<file path="src/logic/enigma_sym_pkg.sv">
`default_nettype none

package enigma_sym_pkg;

    // symbol alphabet
    localparam int SYMBOL_W = 6;

    // one rotor position per symbol
    localparam int ROTOR_DEPTH = 64;

    // one 6-bit symbol code
    typedef logic [SYMBOL_W-1:0] symbol_t;

    // full rotor wiring
    // position 0 sits in the low word, position 63 in the high word
    typedef symbol_t [ROTOR_DEPTH-1:0] rotor_t;

endpackage

`default_nettype wire

</file>
<file path="src/logic/enigma_ctrl_pkg.sv">
`default_nettype none

package enigma_ctrl_pkg;

    // load/ready sequencing
    typedef enum logic [1:0] {
        IDLE  = 2'd0,
        LOAD  = 2'd1,
        READY = 2'd2
    } ctrl_state_e;

    // one registered input cycle
    // load and crypt are already qualified by the state
    typedef struct packed {
        enigma_sym_pkg::symbol_t code;
        logic                    load;
        logic                    crypt;
    } stage_t;

endpackage

`default_nettype wire

</file>
<file path="src/logic/enigma_ctrl.sv">
`timescale 1ns/1ns
`default_nettype none

module enigma_ctrl (
    input  wire                          clk,
    input  wire                          srstn,
    input  wire                          load_i,
    input  wire                          encrypt_i,
    input  wire enigma_sym_pkg::symbol_t code_i,
    output enigma_ctrl_pkg::stage_t      stage_o
);

    enigma_ctrl_pkg::ctrl_state_e state_q;
    enigma_ctrl_pkg::ctrl_state_e state_d;
    enigma_ctrl_pkg::stage_t      stage_d;
    logic                         load_ok;
    logic                         crypt_ok;

    // wiring is taken only up to the first drop of load_i
    assign load_ok = (state_q == enigma_ctrl_pkg::IDLE) ||
                     (state_q == enigma_ctrl_pkg::LOAD);

    assign crypt_ok = (state_q == enigma_ctrl_pkg::READY);

    always_comb begin
        state_d = state_q;
        case (state_q)
            enigma_ctrl_pkg::IDLE: begin
                if (load_i) begin
                    state_d = enigma_ctrl_pkg::LOAD;
                end
            end
            enigma_ctrl_pkg::LOAD: begin
                if (!load_i) begin
                    state_d = enigma_ctrl_pkg::READY;
                end
            end
            enigma_ctrl_pkg::READY: begin
                // only a reset leaves this state
                state_d = enigma_ctrl_pkg::READY;
            end
            default: begin
                state_d = enigma_ctrl_pkg::IDLE;
            end
        endcase
    end

    // flags are exclusive by state
    always_comb begin
        stage_d.code  = code_i;
        stage_d.load  = load_i & load_ok;
        stage_d.crypt = encrypt_i & crypt_ok;
    end

    always_ff @(posedge clk) begin
        if (!srstn) begin
            state_q <= enigma_ctrl_pkg::IDLE;
        end else begin
            state_q <= state_d;
        end
    end

    // input stage register
    always_ff @(posedge clk) begin
        if (!srstn) begin
            stage_o <= '0;
        end else begin
            stage_o <= stage_d;
        end
    end

endmodule

`default_nettype wire

</file>
<file path="src/logic/enigma_top.sv">
`timescale 1ns/1ns
`default_nettype none

module enigma_top (
    input  wire                          clk,
    input  wire                          srstn,
    input  wire                          load_i,
    input  wire                          encrypt_i,
    input  wire enigma_sym_pkg::symbol_t code_i,
    output wire enigma_sym_pkg::symbol_t code_o,
    output wire                          code_valid_o
);

    wire enigma_ctrl_pkg::stage_t stage;
    wire enigma_sym_pkg::rotor_t  rotor;
    wire enigma_sym_pkg::symbol_t fwd;

    enigma_ctrl u_ctrl (
        .clk       (clk),
        .srstn     (srstn),
        .load_i    (load_i),
        .encrypt_i (encrypt_i),
        .code_i    (code_i),
        .stage_o   (stage)
    );

    // rotor and return path both act on the same stage
    rotor_table u_rotor (
        .clk     (clk),
        .srstn   (srstn),
        .stage_i (stage),
        .rotor_o (rotor),
        .fwd_o   (fwd)
    );

    return_path u_return (
        .clk          (clk),
        .srstn        (srstn),
        .stage_i      (stage),
        .fwd_i        (fwd),
        .rotor_i      (rotor),
        .code_o       (code_o),
        .code_valid_o (code_valid_o)
    );

endmodule

`default_nettype wire

</file>
<file path="src/logic/return_path.sv">
`timescale 1ns/1ns
`default_nettype none

module return_path (
    input  wire                          clk,
    input  wire                          srstn,
    input  wire enigma_ctrl_pkg::stage_t stage_i,
    input  wire enigma_sym_pkg::symbol_t fwd_i,
    input  wire enigma_sym_pkg::rotor_t  rotor_i,
    output enigma_sym_pkg::symbol_t      code_o,
    output logic                         code_valid_o
);

    enigma_sym_pkg::symbol_t refl;
    enigma_sym_pkg::symbol_t inv;

    // reflector pairs a with 63 - a
    assign refl = enigma_sym_pkg::symbol_t'(enigma_sym_pkg::ROTOR_DEPTH - 1) - fwd_i;

    // inverse lookup over every position
    always_comb begin
        inv = '0;
        // walk downward so the lowest match is the one kept
        for (int j = enigma_sym_pkg::ROTOR_DEPTH - 1; j >= 0; j--) begin
            if (rotor_i[j] == refl) begin
                inv = enigma_sym_pkg::symbol_t'(j);
            end
        end
    end

    always_ff @(posedge clk) begin
        if (!srstn) begin
            code_valid_o <= 1'b0;
        end else begin
            code_valid_o <= stage_i.crypt;
        end
    end

    // holds the last result between symbols
    always_ff @(posedge clk) begin
        if (!srstn) begin
            code_o <= '0;
        end else if (stage_i.crypt) begin
            code_o <= inv;
        end
    end

endmodule

`default_nettype wire

</file>
<file path="src/logic/rotor_table.sv">
`timescale 1ns/1ns
`default_nettype none

module rotor_table (
    input  wire                          clk,
    input  wire                          srstn,
    input  wire enigma_ctrl_pkg::stage_t stage_i,
    output enigma_sym_pkg::rotor_t       rotor_o,
    output enigma_sym_pkg::symbol_t      fwd_o
);

    enigma_sym_pkg::rotor_t rotor_q;
    enigma_sym_pkg::rotor_t rotor_d;

    always_comb begin
        rotor_d = rotor_q;
        if (stage_i.load) begin
            // shift down with the new symbol entering at the top position
            for (int k = 0; k < enigma_sym_pkg::ROTOR_DEPTH - 1; k++) begin
                rotor_d[k] = rotor_q[k + 1];
            end
            rotor_d[enigma_sym_pkg::ROTOR_DEPTH - 1] = stage_i.code;
        end else if (stage_i.crypt) begin
            // one step per encrypted symbol with the top wrapping to 0
            for (int k = 1; k < enigma_sym_pkg::ROTOR_DEPTH; k++) begin
                rotor_d[k] = rotor_q[k - 1];
            end
            rotor_d[0] = rotor_q[enigma_sym_pkg::ROTOR_DEPTH - 1];
        end
    end

    always_ff @(posedge clk) begin
        if (!srstn) begin
            rotor_q <= '0;
        end else begin
            rotor_q <= rotor_d;
        end
    end

    assign rotor_o = rotor_q;

    // forward substitution from the table before this cycle's step
    assign fwd_o = rotor_q[stage_i.code];

endmodule

`default_nettype wire

</file>
<file path="config.mk">
export PLATFORM = sky130hd
export DESIGN_NAME = enigma_top
export DESIGN_NICKNAME = d
export VERILOG_FILES = /design/src/logic/enigma_sym_pkg.sv /design/src/logic/enigma_ctrl_pkg.sv /design/src/logic/enigma_ctrl.sv /design/src/logic/enigma_top.sv /design/src/logic/return_path.sv /design/src/logic/rotor_table.sv
export SDC_FILE = /design/constraint.sdc
export NUM_CORES = 1
export LEC_CHECK = 0
export BUFFER_PORTS_ARGS = -buffer_cell sky130_fd_sc_hd__buf_2
export CAP_MARGIN = 20
export CORE_ASPECT_RATIO = 1.2
export CORE_UTILIZATION = 53
export DETAILED_ROUTE_END_ITERATION = 10
export PLACE_DENSITY = 0.74
export SLEW_MARGIN = 20
export SYNTH_ARGS = -nofsm -noshare
export SYNTH_HDL_FRONTEND = slang
export SYNTH_SLANG_ARGS = --single-unit
</file>
<file path="constraint.sdc">
create_clock -name clk -period 4.79 [get_ports clk]
set_clock_uncertainty 0.15 [all_clocks]
set_input_delay 0.7185 -clock clk [delete_from_list [all_inputs] [get_ports clk]]
set_output_delay 0.7185 -clock clk [all_outputs]
set_load 0.1 [all_outputs]
</file>
=== Yosys cells after proc, flatten, opt, wreduce, memory -nomap -nowiden ===
Index checks and enable logic that the tools add are counted.

* ROM bits: 0
* Output and inout bits: 7
* Bits in writable memories: 0
* Logic and storage cells: 217
* Memories kept: 0
* Latch bits: 0
* Flip-flop bits (word level): 401

* Shift operators: 0
* Equal/unequal tests: 68
* Multiplexer cells: 71
* Divide/modulo/power cells: 0
* Bitwise logic cells: 2
* Reduce and logical (&&, ||, !) cells: 4
* Multipliers: 0
* $add $sub $neg: 1
* Magnitude comparators: 1

{| class="wikitable"
|+ Operators with widths
! operator !! number
|-
| $mux W384 || 2
|-
| $mux W6 || 65
|-
| $eq A6 B6 Y1 || 64
|-
| $bmux W6 S6 || 1
|-
| $lt A6 B7 Y1 const B || 1
|-
| $pmux W2 S3 || 1
|-
| $sub A6 B6 Y6 const A || 1
|-
| $mux W2 || 2
|-
| $ne A2 B2 Y1 const B || 2
|-
| $and A1 B1 Y1 || 2
|-
| $eq A2 B1 Y1 const B || 1
|-
| $eq A2 B2 Y1 const B || 1
|-
| $logic_not A2 Y1 || 1
|-
| $reduce_and A2 Y1 || 1
|-
| $reduce_bool A2 Y1 || 1
|-
| $logic_or A1 B1 Y1 || 1
|}

=== Longest topological paths before layout ===
* Word-level depth: 68
* Mapped depth: 21
* Gate-level depth less buffers: 13

=== Hierarchy ===
From an unflattened synthesis, not the netlist that was laid out.

* Cell total of the unflattened synthesis: 3,101
* Area, all modules: 27,183.6 µm²

{| class="wikitable"
|+ Modules (own cells, without submodules)
! module !! cells each !! instances !! area each (µm²)
|-
| rotor_table || 2,341 || 1 || 21,122.8
|-
| return_path || 728 || 1 || 5,695.5
|-
| enigma_ctrl || 32 || 1 || 365.4
|}

=== Least setup slack after synthesis ===
No wires, ideal clock.

* Path type: register -> register
* From: register u_ctrl.stage_o[4] (netlist name)
* To: register u_return.code_o[1]
* Slack: 0.874 ns
* Data required time: 4.517 ns
* Buffers on the path: 5
* Library setup time: 0.123 ns
* Stages on the path, launching flop included: 19
* Data arrival time: 3.642 ns
* Period minus slack after synthesis: 3.916 ns
* Path through: dfxtp_1 > buf_6 > buf_12 > mux4_2 > a32oi_1 > o41ai_2 > or2_1 > mux2_2 > buf_6 > buf_6 > buf_6 > xnor2_1 > nor3_1 > o21a_1 > nor2_1 > a311o_1 > nor4b_2 > nor4_1 > o21ai_1

* Word-level cells in the longest chain between the ends: 68
* Elaborated cells on any way between the ends: 131
* Classes of those cells: add/sub (1); eq/ne (64); mux (66)

{| class="wikitable"
|+ Ends and longest elaborated chain
! item !! RTL line !! text
|-
| from (decl) || enigma_ctrl.sv:10 || <nowiki>output enigma_ctrl_pkg::stage_t stage_o</nowiki>
|-
| from (signal assigned) || enigma_ctrl.sv:68 || <nowiki>stage_o <= stage_d;</nowiki>
|-
| $bmux W6 S6 (*) || rotor_table.sv:43 || <nowiki>assign fwd_o = rotor_q[stage_i.code];</nowiki>
|-
| $mux W6 (implied by the code) (*) || rotor_table.sv:43 ||
|-
| $sub A6 B6 Y6 (*) || return_path.sv:18 || <nowiki>assign refl = enigma_sym_pkg::symbol_t'(enigma_sym_pkg::ROTOR_DEPTH - 1) - fwd_i;</nowiki>
|-
| $eq A6 B6 Y1 || return_path.sv:25 || <nowiki>if (rotor_i[j] == refl) begin</nowiki>
|-
| $mux W6 (63 in a row) || return_path.sv:25 ||
|-
| $mux W6 (*) || return_path.sv:25 ||
|-
| to (signal assigned) || return_path.sv:44 || <nowiki>code_o <= inv;</nowiki>
|-
| to (decl) || return_path.sv:10 || <nowiki>output enigma_sym_pkg::symbol_t code_o,</nowiki>
|}

Every way passes the cells marked *; elsewhere a longest branch is shown, timed or not. The select of a mux whose other input is x is not followed.
A chain may end at the register's enable or synchronous reset.

=== Worst setup path after layout ===
* From: register u_ctrl.stage_o[4] (netlist name)
* To: register u_return.code_o[0]

Same word-level chain as after synthesis.

==> key figures <==
Clocking
  – Clock net sink count: between 400 and 500
  – Cts bufs inserted: 45
  – H-tree levels: 2
  – CTS tree: built
  – CTS clk-pin slew, worst paths: about 0.06 ns
  – Bufs on Longest Clock Path: 3
  – Clock root cell: sky130_fd_sc_hd__clkbuf_16
  – Clock Latency Late Sink: between 0.6 and 0.7 ns
  – Number of buffers added to fix hold violations after cts: 0

Timing
  – F_max: approximately 210 MHz
  – # setup viols final: 0
  – Transition time at the pin with the least slew margin: approximately 0.9 ns
  – Final critical delay including setup and external delays: 4.674 ns
  – Number of failing hold endpoints at the final stage: 0
  – Relative max-transition margin: a little under two fifths
  – Period utilization: 97.59%
  – Pins Over Slew Limit: 0
  – Total negative slack for setup checks: 0 ns

Pwr
  – PD cells: 307.5 nW/um^2
  – Design Power: about 10000 uW
  – Leakage power summed over all cells: 0.01170 uW
  – Largest vdd supply drop: 0.0002655 V

Critical path
  – Signal arrival time at the worst endpoint: between 5 and 6 ns
  – Critical path class: register to register
  – Required time of the worst setup path: approximately 5.2 ns
  – Setup crit start kind: register
  – Cell type group with the largest total delay on the critical path: compound AO/OA/AOI/OAI gates
  – Cell with the most instances on the worst path: sky130_fd_sc_hd__mux2i_1
  – Critical path capture point type: register
  – Count of buffering cells on the critical path with inverters included: 2
  – Critical-path cell with the highest stage delay: sky130_fd_sc_hd__o41ai_1
  – Crit-path cells: buf_12 > mux4_1 > mux2i_1 > mux2i_1 > xnor2_1 > nor4b_1 > nor3_1 > o41ai_1 > nand2_1 > a21oi_1 > a211oi_1 > buf_4 > o41a_1 > o211ai_2
  – Crit path max fanout: 14
  – Delay of the slowest cell on the worst path: 0.77 ns

Synth
  – Number of storage elements in the synthesis netlist: around 400
  – Top-area cell type share of the netlist area: between 20% and 30%
  – Post-synth top flop: sky130_fd_sc_hd__dfxtp_1
  – Synth Net Count: ~3800
  – Area contributors post-synth: sky130_fd_sc_hd__dfxtp_1 (27%), sky130_fd_sc_hd__mux2i_1 (17%), sky130_fd_sc_hd__nor2_1 (9.4%)
  – Fraction of the yosys area taken by sequential cells: 26.60%
  – Cell type with the largest total area after synthesis: sky130_fd_sc_hd__dfxtp_1
  – Post-synthesis cell area: slightly above 30000 um^2
  – Most frequent cells after synthesis: sky130_fd_sc_hd__nor2_1 (758), sky130_fd_sc_hd__mux2i_1 (523), sky130_fd_sc_hd__dfxtp_1 (401), sky130_fd_sc_hd__a21oi_1 (386), sky130_fd_sc_hd__clkbuf_1 (235)
  – Synthesized instance count: around 3800
  – Total number of yosys warnings: 0
  – EDFF count, synth: 0
  – Cell with the most instances after synthesis: sky130_fd_sc_hd__nor2_1
  – Average footprint of a synthesized cell: about 8 um^2
  – Library cells used by synthesis: ~100
  – Fraction of registers with async set or reset after synthesis: 0%

Detailed routing
  – DRC violation count after routing: 0
  – Number of detailed-routing iterations run before antenna repair: 6
  – Total vias in the final route: 28668
  – Residual antenna-violating net count after detailed routing: 0
  – Wirelength per Cell: between 20 and 25 um
  – Post-Route WL: between 100 and 150 mm
  – Via density: 6.452
  – Initial drt markers: approximately 3400

Placed design
  – RePlAce Congestion: 1.044
  – DP HPWL: roughly 80 mm
  – Total placed instance area: around 31000 um^2
  – Number of I/O port buffers: 16

Floorplan
  – Die width: 219.8 um
  – Chip Height: 263.4 um
  – Overall die area: a little under 60000 um^2
  – Placement row count: 95
  – Boundary Pins: 17
  – Starting density of the core: approximately 54%
  – Area of the core: 56100 um^2

Cells and area
  – Antenna fix cells: 0
  – Finished Core Util: 58.52%
  – Total non-filler cell area in the finished layout: 32830 um^2
  – Area Growth Syn to Fin: 8.794%
  – Fraction of final layout cells with drive strength greater than 1: ~11%
  – # fillers: ~5000
  – Layout net count: ~3700

Worst hold path
  – Tightest Hold Check Type: primary input to register

GRT
  – Largest net degree at the start of global routing: ~190
  – Number of global-route vias before repair: approximately 26000
  – Number of antenna violations at the first check in global routing: 1
  – Global Route Usage Sum: a little under two fifths
  – Global-route wire length before repair: around 160 mm
  – Grt ovf: 0

Status
  – Status: finished, final reports clean

Job
  – Number of max-cap violations: 0
==> state kept, by name, summed over array words and instances, names as in the netlist <==
signal                 cells
u_rotor.rotor_o          384
u_ctrl.stage_o             8
u_return.code_o            6
u_ctrl.state_q             2
u_return.code_valid_o      1
==> worst register-to-register path, stage by stage, from the launching register on <==
cell and delay, ns:
sky130_fd_sc_hd__dfxtp_4 0.49, sky130_fd_sc_hd__buf_12 0.22, sky130_fd_sc_hd__mux4_1 0.62, sky130_fd_sc_hd__mux2i_1 0.18, sky130_fd_sc_hd__mux2i_1 0.25, sky130_fd_sc_hd__xnor2_1 0.23, sky130_fd_sc_hd__nor4b_1 0.35, sky130_fd_sc_hd__nor3_1 0.15
sky130_fd_sc_hd__o41ai_1 0.77, sky130_fd_sc_hd__nand2_1 0.13, sky130_fd_sc_hd__a21oi_1 0.20, sky130_fd_sc_hd__a211oi_1 0.10, sky130_fd_sc_hd__buf_4 0.15, sky130_fd_sc_hd__o41a_1 0.44, sky130_fd_sc_hd__o211ai_2 0.16
==> logic make-up after synthesis <==
family | after synthesis | share of synthesized area, %
AO/OA/AOI/OAI | 820 | 17.60
XOR/XNOR | 377 | 10.97
adder cells (fa/ha/maj) | 4 | 0.1659
buffers and inverters | 434 | 7.003
flip-flops | 401 | 26.60
multiplexers | 559 | 19.45
AND/OR/NAND/NOR | 1190 | 18.22
==> layer usage <==
layer | track usage, % | routed length (um)
met4 | 24.57 | 8772
met2 | 57.29 | 48200
met3 | 6.909 | 9221
met5 | 0 | 13
met1 | 45.97 | 43290
==> final timing paths <==
| path | from | end | slack (ns) | cells past startpoint |
|---|---|---|---|---|
| worst max-delay path | u_ctrl.stage_o[4] | u_return.code_o[0] | 0.12 | 14 |
| worst min-delay path | code_i[3] | u_ctrl.stage_o[5] | 0.16 | 2 |
| worst max register to register | u_ctrl.stage_o[4] | u_return.code_o[0] | 0.12 | 14 |
| worst min register to register | u_rotor.rotor_o[237] | u_rotor.rotor_o[231] | 0.42 | 2 |
==> power breakdown <==
group	internal (uW)	total [uW]	leakage, uW	switching [uW]
clock network	1970	3530	0.000723	1560
logic	1050	2850	0.00774	1800
registers	3450	3710	0.00324	261
==> layout make-up <==
type,count,area (um^2),share of cell area [%]
Sequential cell,401,8044,24.50
Tap cell,727,909.6,2.771
Clock buffer,60,1294,3.941
Multi-Input combinational cell,2950,20130,61.32
Inverter,58,225.2,0.6860
Timing Repair Buffer,226,2039,6.212
Clock inverter,21,187.7,0.5716
==> through the flow <==
step,hold slack (ns),cells,setup WS [ns]
6_report,0.1628,4443,0.1156
5_1_grt,0.1879,4443,-0.008275
4_1_cts,0.1501,4435,0.02863
3_5_place_dp,0.3972,4354,-0.08871
3_3_place_gp,0.3778,4354,-0.05533
2_1_floorplan,0.3370,3785,0.8745
==> cells in the final DEF, fill, tap and decap left out, drive strengths merged, types with 10 or more instances in the layout <==
cell type	Yosys	routed
nor2	759	759
mux2i	524	524
dfxtp	401	401
a21oi	391	391
xnor2	226	226
buf	139	226
xor2	151	151
a211oi	104	104
o211ai	79	79
a22oi	75	75
nand3	74	74
nand2	65	65
inv	57	63
clkbuf	236	60
nor2b	51	51
o21ai	44	44
nor3	40	40
nor4	39	39
nand4	32	32
and3	25	25
mux4	19	19
nand2b	18	18
a41oi	18	18
mux2	16	16
and2	15	15
nand4b	14	14
a31oi	14	14
or3	12	12
clkinv	1	10
==> what timing repair did <==
| action | CTS | global route |
|---|---|---|
| resized for setup | 1 | 8 |
| cloned | 0 | 0 |
| hold endpoints to repair | 0 | 0 |
| setup buffers | 0 | 8 |
| endpoints found under the setup margin | 1 | 5 |
| pin swaps | 0 | 1 |
(Power assumes the default switching activity.)
